==> src/logic/ooo_defines.svh <==
`ifndef OOO_DEFINES_SVH
`define OOO_DEFINES_SVH

// Physical register file size
`define PHYS_REGS 64

// Architectural registers of RV32
`define ARCH_REGS 32

// Instruction queue entries
`define IQ_DEPTH 8

`endif

==> src/logic/ooo_pkg.sv <==
`include "ooo_defines.svh"

package ooo_pkg;

    typedef logic [$clog2(`PHYS_REGS)-1:0] preg_t;   // Physical register number
    typedef logic [$clog2(`ARCH_REGS)-1:0] areg_t;   // Architectural register number
    typedef logic [31:0]                   word_t;
    typedef logic [63:0]                   order_t;  // Program-order number
    typedef logic [5:0]                    rob_idx_t;

    typedef enum logic [1:0] {
        rs_alu,
        rs_mul,
        rs_div,
        rs_br
    } rs_class_e;

    typedef enum logic [6:0] {
        op_reg   = 7'b0110011,
        op_imm   = 7'b0010011,
        op_load  = 7'b0000011,
        op_store = 7'b0100011,
        op_br    = 7'b1100011,
        op_jal   = 7'b1101111,
        op_jalr  = 7'b1100111,
        op_lui   = 7'b0110111,
        op_auipc = 7'b0010111
    } opcode_e;

    typedef struct packed {
        word_t inst;
        word_t pc;
    } fetch_t;

    typedef struct packed {
        opcode_e     opcode;
        logic [2:0]  funct3;
        logic [6:0]  funct7;
        areg_t       rd_s;
        areg_t       rs1_s;
        areg_t       rs2_s;
        word_t       i_imm;
        word_t       s_imm;
        word_t       b_imm;
        word_t       u_imm;
        word_t       j_imm;
        word_t       inst;
        word_t       pc;
    } decode_t;

    typedef struct packed {
        decode_t   dec;
        rs_class_e rs_class;
        preg_t     pd;
        logic      has_dest;
        preg_t     ps1;
        logic      ps1_ready;
        preg_t     ps2;
        logic      ps2_ready;
        rob_idx_t  rob_idx;
        order_t    order;
        word_t     pc_next;
    } dispatch_t;

endpackage

==> src/logic/inst_queue.sv <==
`include "ooo_defines.svh"

module inst_queue (
    input  logic            clk,
    input  logic            rst,
    input  logic            push,
    input  ooo_pkg::fetch_t push_data,
    input  logic            deq,
    output ooo_pkg::fetch_t head,
    output logic            empty,
    output logic            full
);

    localparam int PTR_W = $clog2(`IQ_DEPTH);

    ooo_pkg::fetch_t  mem [`IQ_DEPTH];
    logic [PTR_W-1:0] wr_ptr;
    logic [PTR_W-1:0] rd_ptr;
    logic [PTR_W:0]   count;
    logic             push_ok;
    logic             deq_ok;

    assign empty   = (count == '0);
    assign full    = (count == (PTR_W+1)'(`IQ_DEPTH));
    assign push_ok = push && !full;   // Push into a full queue is dropped
    assign deq_ok  = deq && !empty;
    assign head    = mem[rd_ptr];

    always_ff @(posedge clk) begin
        if (push_ok) begin
            mem[wr_ptr] <= push_data;
        end
    end

    always_ff @(posedge clk) begin
        if (rst) begin
            wr_ptr <= '0;
            rd_ptr <= '0;
            count  <= '0;
        end else begin
            if (push_ok) begin
                wr_ptr <= wr_ptr + 1'b1;   // Wraps at power-of-two depth
            end
            if (deq_ok) begin
                rd_ptr <= rd_ptr + 1'b1;
            end
            case ({push_ok, deq_ok})
                2'b10:   count <= count + 1'b1;
                2'b01:   count <= count - 1'b1;
                default: count <= count;
            endcase
        end
    end

    // Fetch side must respect iq_full
    a_no_push_full: assert property (@(posedge clk) disable iff (rst) !(push && full))
        else $error("inst_queue: push while full, entry dropped");

    // Rename stage must not pop an empty queue
    a_no_deq_empty: assert property (@(posedge clk) disable iff (rst) !(deq && empty))
        else $error("inst_queue: dequeue while empty");

endmodule

==> src/logic/free_list.sv <==
`include "ooo_defines.svh"

module free_list (
    input  logic           clk,
    input  logic           rst,
    input  logic           alloc,
    output ooo_pkg::preg_t free_head,
    output logic           free_empty,
    input  logic           release_valid,
    input  ooo_pkg::preg_t release_preg
);

    localparam int FL_DEPTH = `PHYS_REGS - `ARCH_REGS;
    localparam int PTR_W    = $clog2(FL_DEPTH);

    ooo_pkg::preg_t   mem [FL_DEPTH];
    logic [PTR_W-1:0] head_ptr;
    logic [PTR_W-1:0] tail_ptr;
    logic [PTR_W:0]   count;
    logic             fl_full;

    assign free_empty = (count == '0);
    assign fl_full    = (count == (PTR_W+1)'(FL_DEPTH));
    assign free_head  = mem[head_ptr];

    // Preload with the registers above the architectural ones
    always_ff @(posedge clk) begin
        if (rst) begin
            for (int i = 0; i < FL_DEPTH; i++) begin
                mem[i] <= ooo_pkg::preg_t'(`ARCH_REGS + i);
            end
        end else if (release_valid) begin
            mem[tail_ptr] <= release_preg;
        end
    end

    always_ff @(posedge clk) begin
        if (rst) begin
            head_ptr <= '0;
            tail_ptr <= '0;   // Full list so tail sits on head
            count    <= (PTR_W+1)'(FL_DEPTH);
        end else begin
            if (alloc) begin
                head_ptr <= head_ptr + 1'b1;
            end
            if (release_valid) begin
                tail_ptr <= tail_ptr + 1'b1;
            end
            case ({release_valid, alloc})
                2'b10:   count <= count + 1'b1;
                2'b01:   count <= count - 1'b1;
                default: count <= count;
            endcase
        end
    end

    a_no_alloc_empty: assert property (@(posedge clk) disable iff (rst) alloc |-> !free_empty)
        else $error("free_list: allocation from an empty list");

    // A release with every register already free means a double free upstream
    a_no_release_full: assert property (@(posedge clk) disable iff (rst)
        release_valid |-> !fl_full)
        else $error("free_list: release while full");

endmodule

==> src/logic/rename_table.sv <==
`include "ooo_defines.svh"

module rename_table (
    input  logic           clk,
    input  logic           rst,
    input  ooo_pkg::areg_t rs1_s,
    input  ooo_pkg::areg_t rs2_s,
    output ooo_pkg::preg_t ps1,
    output ooo_pkg::preg_t ps2,
    output logic           ps1_ready,
    output logic           ps2_ready,
    input  logic           alloc_we,
    input  ooo_pkg::areg_t alloc_areg,
    input  ooo_pkg::preg_t alloc_preg,
    input  logic           wb_valid,
    input  ooo_pkg::preg_t wb_preg
);

    ooo_pkg::preg_t         map [`ARCH_REGS];
    logic [`ARCH_REGS-1:0]  ready;

    // x0 is hardwired to p0 and always ready
    assign ps1       = (rs1_s == '0) ? '0 : map[rs1_s];
    assign ps2       = (rs2_s == '0) ? '0 : map[rs2_s];
    assign ps1_ready = (rs1_s == '0) ? 1'b1 : ready[rs1_s];
    assign ps2_ready = (rs2_s == '0) ? 1'b1 : ready[rs2_s];

    always_ff @(posedge clk) begin
        if (rst) begin
            for (int i = 0; i < `ARCH_REGS; i++) begin
                map[i] <= ooo_pkg::preg_t'(i);   // Identity mapping
            end
            ready <= '1;
        end else begin
            if (wb_valid) begin
                for (int i = 0; i < `ARCH_REGS; i++) begin
                    if (map[i] == wb_preg) begin
                        ready[i] <= 1'b1;
                    end
                end
            end
            // New mapping wins over a writeback to the old one
            if (alloc_we) begin
                map[alloc_areg]   <= alloc_preg;
                ready[alloc_areg] <= 1'b0;
            end
        end
    end

    // Rename stage never gives x0 a physical register
    a_no_x0_alloc: assert property (@(posedge clk) disable iff (rst)
        alloc_we |-> (alloc_areg != '0))
        else $error("rename_table: allocation for x0");

endmodule

==> src/logic/rename_dispatch.sv <==
module rename_dispatch (
    input  logic                clk,
    input  logic                rst,
    input  ooo_pkg::fetch_t     head,
    input  logic                empty,
    output logic                deq,
    input  ooo_pkg::preg_t      free_head,
    input  logic                free_empty,
    output logic                alloc,
    output ooo_pkg::areg_t      rs1_s,
    output ooo_pkg::areg_t      rs2_s,
    input  ooo_pkg::preg_t      ps1,
    input  ooo_pkg::preg_t      ps2,
    input  logic                ps1_ready,
    input  logic                ps2_ready,
    output logic                alloc_we,
    output ooo_pkg::areg_t      alloc_areg,
    input  logic                rob_full,
    input  ooo_pkg::rob_idx_t   rob_tail,
    input  logic [3:0]          rs_full,
    output logic                dispatch_valid,
    output ooo_pkg::dispatch_t  dispatch
);

    ooo_pkg::decode_t   dec;
    ooo_pkg::rs_class_e rs_class;
    ooo_pkg::dispatch_t pkt;
    ooo_pkg::order_t    order;
    logic               has_dest;
    logic               is_muldiv;

    always_comb begin
        dec.opcode = ooo_pkg::opcode_e'(head.inst[6:0]);
        dec.funct3 = head.inst[14:12];
        dec.funct7 = head.inst[31:25];
        dec.rd_s   = head.inst[11:7];
        dec.rs1_s  = head.inst[19:15];
        dec.rs2_s  = head.inst[24:20];
        dec.i_imm  = {{21{head.inst[31]}}, head.inst[30:20]};
        dec.s_imm  = {{21{head.inst[31]}}, head.inst[30:25], head.inst[11:7]};
        dec.b_imm  = {{20{head.inst[31]}}, head.inst[7], head.inst[30:25],
                      head.inst[11:8], 1'b0};
        dec.u_imm  = {head.inst[31:12], 12'h000};
        dec.j_imm  = {{12{head.inst[31]}}, head.inst[19:12], head.inst[20],
                      head.inst[30:21], 1'b0};
        dec.inst   = head.inst;
        dec.pc     = head.pc;
    end

    // M extension shares op_reg with funct7 = 1
    assign is_muldiv = (dec.opcode == ooo_pkg::op_reg) && (dec.funct7 == 7'b0000001);

    always_comb begin
        if (is_muldiv) begin
            rs_class = dec.funct3[2] ? ooo_pkg::rs_div : ooo_pkg::rs_mul;   // div/rem in upper half
        end else if (dec.opcode inside {ooo_pkg::op_br, ooo_pkg::op_jal, ooo_pkg::op_jalr}) begin
            rs_class = ooo_pkg::rs_br;
        end else begin
            rs_class = ooo_pkg::rs_alu;
        end
    end

    assign has_dest = !(dec.opcode inside {ooo_pkg::op_br, ooo_pkg::op_store})
                      && (dec.rd_s != '0);

    // Stall on any missing resource for this instruction
    assign deq = !empty && !rob_full && !rs_full[rs_class] && (!has_dest || !free_empty);

    assign alloc      = deq && has_dest;
    assign alloc_we   = alloc;
    assign alloc_areg = dec.rd_s;
    assign rs1_s      = dec.rs1_s;
    assign rs2_s      = dec.rs2_s;

    always_comb begin
        pkt.dec       = dec;
        pkt.rs_class  = rs_class;
        pkt.pd        = has_dest ? free_head : '0;
        pkt.has_dest  = has_dest;
        pkt.ps1       = ps1;
        pkt.ps1_ready = ps1_ready;
        pkt.ps2       = ps2;
        pkt.ps2_ready = ps2_ready;
        pkt.rob_idx   = rob_tail;
        pkt.order     = order;
        pkt.pc_next   = head.pc + 32'd4;
    end

    always_ff @(posedge clk) begin
        if (rst) begin
            dispatch_valid <= 1'b0;
            order          <= '0;
        end else begin
            dispatch_valid <= deq;   // One-cycle strobe per dispatch
            if (deq) begin
                order <= order + 64'd1;
            end
        end
    end

    always_ff @(posedge clk) begin
        if (deq) begin
            dispatch <= pkt;
        end
    end

    // A stalled instruction must stay at the queue head until it leaves
    a_head_stable: assert property (@(posedge clk) disable iff (rst)
        (!empty && !deq) |=> $stable(head))
        else $error("rename_dispatch: queue head changed without a dequeue");

endmodule

==> src/logic/dispatch_core.sv <==
module dispatch_core (
    input  logic                clk,
    input  logic                rst,
    input  logic                fetch_valid,
    input  ooo_pkg::fetch_t     fetch,
    output logic                iq_full,
    input  logic                rob_full,
    input  ooo_pkg::rob_idx_t   rob_tail,
    input  logic [3:0]          rs_full,
    input  logic                wb_valid,
    input  ooo_pkg::preg_t      wb_preg,
    input  logic                free_valid,
    input  ooo_pkg::preg_t      free_preg,
    output logic                dispatch_valid,
    output ooo_pkg::dispatch_t  dispatch
);

    ooo_pkg::fetch_t iq_head;
    logic            iq_empty;
    logic            deq;
    ooo_pkg::preg_t  free_head;
    logic            free_empty;
    logic            alloc;
    logic            alloc_we;
    ooo_pkg::areg_t  alloc_areg;
    ooo_pkg::areg_t  rs1_s;
    ooo_pkg::areg_t  rs2_s;
    ooo_pkg::preg_t  ps1;
    ooo_pkg::preg_t  ps2;
    logic            ps1_ready;
    logic            ps2_ready;

    inst_queue u_iq (
        .clk(clk), .rst(rst),
        .push(fetch_valid), .push_data(fetch),
        .deq(deq), .head(iq_head), .empty(iq_empty), .full(iq_full)
    );

    rename_dispatch u_rd (
        .clk(clk), .rst(rst),
        .head(iq_head), .empty(iq_empty), .deq(deq),
        .free_head(free_head), .free_empty(free_empty), .alloc(alloc),
        .rs1_s(rs1_s), .rs2_s(rs2_s), .ps1(ps1), .ps2(ps2),
        .ps1_ready(ps1_ready), .ps2_ready(ps2_ready),
        .alloc_we(alloc_we), .alloc_areg(alloc_areg),
        .rob_full(rob_full), .rob_tail(rob_tail), .rs_full(rs_full),
        .dispatch_valid(dispatch_valid), .dispatch(dispatch)
    );

    rename_table u_rat (
        .clk(clk), .rst(rst),
        .rs1_s(rs1_s), .rs2_s(rs2_s), .ps1(ps1), .ps2(ps2),
        .ps1_ready(ps1_ready), .ps2_ready(ps2_ready),
        .alloc_we(alloc_we), .alloc_areg(alloc_areg), .alloc_preg(free_head),
        .wb_valid(wb_valid), .wb_preg(wb_preg)
    );

    free_list u_fl (
        .clk(clk), .rst(rst),
        .alloc(alloc), .free_head(free_head), .free_empty(free_empty),
        .release_valid(free_valid), .release_preg(free_preg)
    );

endmodule

==> config.mk <==
export PLATFORM = sky130hd
export DESIGN_NAME = dispatch_core
export DESIGN_NICKNAME = d
export VERILOG_FILES = /design/src/logic/ooo_pkg.sv /design/src/logic/inst_queue.sv /design/src/logic/free_list.sv /design/src/logic/rename_table.sv /design/src/logic/rename_dispatch.sv /design/src/logic/dispatch_core.sv
export VERILOG_INCLUDE_DIRS = /design/src /design/src/logic
export SDC_FILE = /design/constraint.sdc
export NUM_CORES = 2
export LEC_CHECK = 0
export BUFFER_PORTS_ARGS = -buffer_cell sky130_fd_sc_hd__buf_2
export CAP_MARGIN = 20
export CORE_MARGIN = 1
export CORE_UTILIZATION = 44
export CTS_CLUSTER_DIAMETER = 50
export CTS_CLUSTER_SIZE = 24
export DETAILED_ROUTE_END_ITERATION = 10
export PLACE_DENSITY = 0.75
export SYNTH_ARGS = -nofsm -noshare
export SYNTH_HDL_FRONTEND = slang
export SYNTH_HIERARCHICAL = 1
export SYNTH_SLANG_ARGS = --single-unit
==> constraint.sdc <==
create_clock -name clk -period 9.45 [get_ports clk]
set_clock_uncertainty 0.1 [all_clocks]
set_input_delay 0.945 -clock clk [delete_from_list [all_inputs] [get_ports clk]]
set_output_delay 0.945 -clock clk [all_outputs]
set_load 0.02 [all_outputs]
; After elaboration in Yosys (flattened, before gate mapping)
; Memory sizes are Yosys's and may differ from the RTL's. A register that Yosys moved wholly into a read port is not among the register bits.
; Index checks and enable logic that the tools add are counted.
[classes]
eq_ne = 43
n_addsub = 10
n_lt_le_gt_ge = 5
mux = 68
bitwise_logic = 2
n_reduce_logical = 28
[ops]
columns = cell, n
row1 = 6-bit equality test, 32
row2 = 32-bit 2-to-1 mux, 3
row3 = 64-bit by 1-bit adder with 64-bit output (second input constant), 1
row4 = 1-bit 2-to-1 mux, 48
row5 = 32-bit by 3-bit adder with 32-bit output (second input constant), 1
row6 = 32-bit AND, 1
row7 = 32-bit NOT, 1
row8 = 7-bit equality test (second input constant), 3
row9 = 5-bit 2-to-1 mux, 4
row10 = 5-bit by 6-bit less-than comparator with 1-bit output (second input constant), 3
row11 = 7-bit by 6-bit equality test with 1-bit output (second input constant), 2
row12 = 6-bit 2-to-1 mux, 2
row13 = 6-bit case mux with 2 select lines, 1
row14 = 6-bit OR reduction, 2
row15 = 5-bit by 1-bit adder with 5-bit output (second input constant), 2
row16 = 1-bit binary-select mux with 5-bit select, 2
row17 = 5-bit zero test, 2
row18 = 1-bit logical AND, 9
row19 = 4-bit case mux with 2 select lines, 1
row20 = 7-bit by 1-bit equality test with 1-bit output (second input constant), 1
row21 = 1-bit zero test, 7
row22 = 3-bit by 1-bit adder with 3-bit output (second input constant), 2
row23 = 6-bit by 1-bit adder with 6-bit output (second input constant), 1
row24 = 6-bit zero test, 1
row25 = 17 further kinds, 24
[word_totals]
input_bits = 92
mem_bits_rw = 896
mem_count = 3
register_bits = 408
[memory_table]
columns = memory, words, word_bits, read_ports, rd_clocked_by_memory_dff, wr, line_no
row1 = u_iq.mem, 8, 64, 1, 1, 1, inst_queue.sv:16  ; ooo_pkg::fetch_t mem [`IQ_DEPTH];
row2 = u_fl.mem, 32, 6, 1, 1, 32, free_list.sv:16  ; ooo_pkg::preg_t mem [FL_DEPTH];
row3 = u_rat.map, 32, 6, 34, 2, 32, rename_table.sv:19  ; ooo_pkg::preg_t map [`ARCH_REGS];

; Logic depth before layout (Yosys ltp)
[logic_depth]
ltp_word = 15
mapped_depth = 20

; Hierarchy
; Netlist, hierarchy kept.
[by_module_without_submodules]
columns = mod, instances, seq_area_each_um2, area_each_um2, cells_per_inst
row1 = inst_queue, 1, 15635.0, 19877.8, 813
row2 = rename_table, 1, 6406.1, 14641.5, 1227
row3 = rename_dispatch, 1, 6916.6, 11277.1, 914
row4 = free_list, 1, 6185.9, 10047.1, 788

; Worst setup path before layout
; No wires, ideal clock.
[synth_timing]
path_kind = register to register
start = register with a tool-made name
end = register u_fl.count[4]
setup_ns = 0.121
n_path_buf = 4
t_required_ns = 9.229
synth_period_minus_slack_ns = 9.477
arrival_ns = 9.256
path_stages_with_launch = 20
path_slack_ns = -0.027
cell_sequence = dfxtp_1 buf_4 buf_6 mux4_2 mux2_2 or4_1 nor4_4 mux2i_1 nand3_2 buf_2 inv_1 and2_2 ha_1 buf_1 xor2_1 ha_1 a21oi_1 or3_1 a31oi_1 mux2_2
[synth_rtl]
columns = element, line_no
row1 = end signal: assignment, free_list.sv:41  ; count <= (PTR_W+1)'(FL_DEPTH);
row2 = end signal: assignment, free_list.sv:50  ; 2'b10: count <= count + 1'b1;
row3 = end signal: assignment, free_list.sv:51  ; 2'b01: count <= count - 1'b1;
row4 = end: declaration, free_list.sv:19  ; logic [PTR_W:0] count;

==> reports/metrics.yaml <==
critical_path:
  crit_arrival_ns: 7.21
  reg2reg_to: "u_rat/map[0][4]"
  path_max_fanout: 50
  cp-endpoint: "u_rat/map[0][4]"
  cp_slowest_cell: "dfxtp_4"
  cp_top_family: "simple AND/OR/NAND/NOR gates"
  cp_num_cells: 12
  cpPeakStageDelay_ns: 0.98
  cp_cell_sequence: "mux4_2 -> mux2_2 -> or4_1 -> nor4_4 -> mux2i_1 -> nand3_2 -> clkinvlp_4 -> and2_2 -> nor2b_1 -> or3b_1 -> nor2_1 -> or2_2"
  crit_buf_inv: 1
  r2r_setup_slack_ns: 2.53
  critPathKind: "reg -> reg"
  cp.required_ns: 9.75
  crit_path_end_kind: "register"
  r2r_cells: 12
  start_kind: "register"
route:
  routedWlPerCell_um: 24.2
  firstDrtPassIters: 5
  ant_nets: 0
  routed-via-count: 33100
  vias_per_cell: 5.82
  routed_wirelength_um: 138000
  drc: 0
  drt_iter0_drc: 3633
clock_tree:
  clkSinkCount: 1214
  h-tree-depth: 3
  post_cts_buffers: 0
  cts_made_buffers: 112
  clk_pin_slew_worst_paths_ns: 0.07
  root_buffer: "clkbuf_16"
  cts.hold.buffers_added: 0
  clockBufferDepth: 3
  postCtsResizedCells: 0
  clkLatencyLatePin_ns: 0.75
  tritoncts: "built"
global_routing:
  busiest_layer: "met2"
  grt_usage_pct: 21.1
  grt_pass1_vias: 32000
  grtUsageMet1_pct: 27.8
  grt_pass1_wl_um: 202000
  grt_overflow_total: 0
  gr-usage-met2_pct: 35.0
  use_met3_pct: 3.52
  grt_max_degree: 135
  antenna_found_initial: 19
synthesis:
  synth_edf_count: 1083
  avgSynthCellArea_um2: 14.9
  yosys_register_bits: 1214
  synthesis.area_um2: 55800
  synthArstFlopShare_pct: 0
  synthCells: 3742
  seq_area_frac_synth_pct: 62.9
  yosysWarningCount: 6
  synthFlopType: "edfxtp_1"
  synth.distinct_cells: 84
job:
  drv_cap: 0
die:
  die_w_um: 358
  coreArea_um2: 126000
  initial_core_util_pct: 44.4
  dieArea_um2: 128000
  die_y_um: 358
  io_pins: 475
  rows: 130
placed_design:
  placed_cell_area_um2: 58000
  post-place-ws_ns: 2.32
  globalplace.congestion: 0.893
  place_hpwl_um: 85500
  port_buffers: 460
sta:
  rsz0062_at_grt: "false"
  hold_violations: 0
  fin_ws_ns: 2.53
  worst_pin_slew_ns: 1.13
  max_freq_mhz: 145
  finalCritPeriodShare_pct: 73.2
  slew_viol_final: 0
  tns_ns: 0
  setup_viol: 0
  max_slew_margin_pct: 24.8
  fin_crit_ns: 6.92
power:
  ir_worst_vdd_mv: 0.163
  powerDensity_nw_per_um2: 199
  leakagePower_uw: 0.0200
outcome:
  status: "finished clean"
layout:
  area_delta_synth_final_pct: 11.3
  final_cell_area_um2: 62100
  drive_gt1_share_pct: 28.5
  fin_nets: 4040
hold_path:
  min_path_type: "in -> reg"
## report_power, final
group          switching (µW)  total (µW)  internal [µW]
Clock                    2330        4960           2640
Sequential               98.9        6130           6030
Combinational             857        1300            443
Total                    3280       12400           9110
## sequential cells by signal, indices dropped and copies added (netlist names), 6 cells and up, named ones only
signal         flops
u_fl/count         6
u_fl/mem         192
u_iq/mem         512
u_rat/map        192
u_rat/ready       32
u_rd/dispatch    187
u_rd/order        64
## placed cells by master, fill, tap and decap left out, drive strengths merged, types with 11 or more instances in the layout
cell,instances
a22oi,27
ha,15
nor2,158
dfxtp,131
buf,515
o21ai,42
conb,14
nor3,52
nand3,68
o31ai,20
mux2i,117
nand4,71
clkinv,31
clkbuf,119
or4,56
a221oi,11
mux2,95
and3,23
nand2,141
a211oi,14
and2,155
or3,173
nor4,16
a21oi,110
nand2b,18
nand3b,12
and4,16
or2,72
nor2b,23
edfxtp,1083
xnor2,128
mux4,238
xor2,123
inv,63
## layout make-up
type,count,area (µm²)
multi-input combinational,2070,17900
timing repair buffer,516,2760
fill,10300,63600
antenna,6,15.0
inverter,19,75.1
clock inverter,95,1280
tap,1650,2060
sequential,1214,35200
clock buffer,118,2860
## cell families after synthesis
logic type | Yosys count | share of synthesized area (%)
AO/OA/AOI/OAI | 266 | 3.02
XOR/XNOR | 251 | 3.94
adder cells (fa/ha/maj) | 15 | 0.336
buffers and inverters | 471 | 5.21
flip-flops | 1214 | 62.9
multiplexers | 450 | 13.7
other | 1 | 0.00672
AND/OR/NAND/NOR | 1074 | 10.9
## layer usage
metal | share of wire, % | routed length (µm) | vias up
li1 | - | - | 14500
met1 | 39 | 53200 | 16700
met2 | 49 | 67600 | 1578
met3 | 8.8 | 12100 | 317
met4 | 3.6 | 4900 | 8
met5 | 0.036 | 49 | -
## metrics by stage
stage | cells | hold WS, ns | utilization [%] | power [µW]
finish | 5688 | 0.290 | 49.4 | 12400
global route | 5685 | 0.243 | 49.4 | 12700
CTS | 5680 | 0.227 | 49.4 | 12500
detailed placement | 5467 | 0.357 | 46.1 | 7540
global placement | 5466 | 0.350 | 46.1 | 7510
floorplan | 3755 | 0.317 | - | 7190
## worst min-delay path by stage
stage	startpoint	to	depth (start not counted)
CTS	rob_tail[0]	u_rd/dispatch[96]	1
detailed placement	u_rd/order[63]	u_rd/dispatch[95]	0
global route	rob_tail[0]	u_rd/dispatch[96]	1
global placement	u_rd/order[63]	u_rd/dispatch[95]	0
floorplan	u_rd/order[63]	u_rd/dispatch[95]	0
finish	rob_tail[0]	u_rd/dispatch[96]	1
## cell usage after synthesis, types with 26 or more instances
library cell  instances  area share, %
xor2_1              123            1.9
nand4_1              71           0.80
xnor2_1             128            2.0
nand2_1             140           0.94
nor2_1              157            1.1
a22oi_1              26           0.35
mux2_2               95            1.9
edfxtp_1           1083             58
or2_2                68           0.76
and2_1              148            1.7
o21ai_0              40           0.36
or3_1               172            1.9
or4_1                53           0.71
nand3_1              66           0.59
nor3_1               50           0.45
clkbuf_1            126           0.85
mux4_2              226            9.1
buf_4               231            3.1
buf_2                54           0.48
mux2i_1             117            2.1
a21oi_1             110           0.99
dfxtp_1             131            4.7
Note: power is estimated with default switching activity, not from simulation.
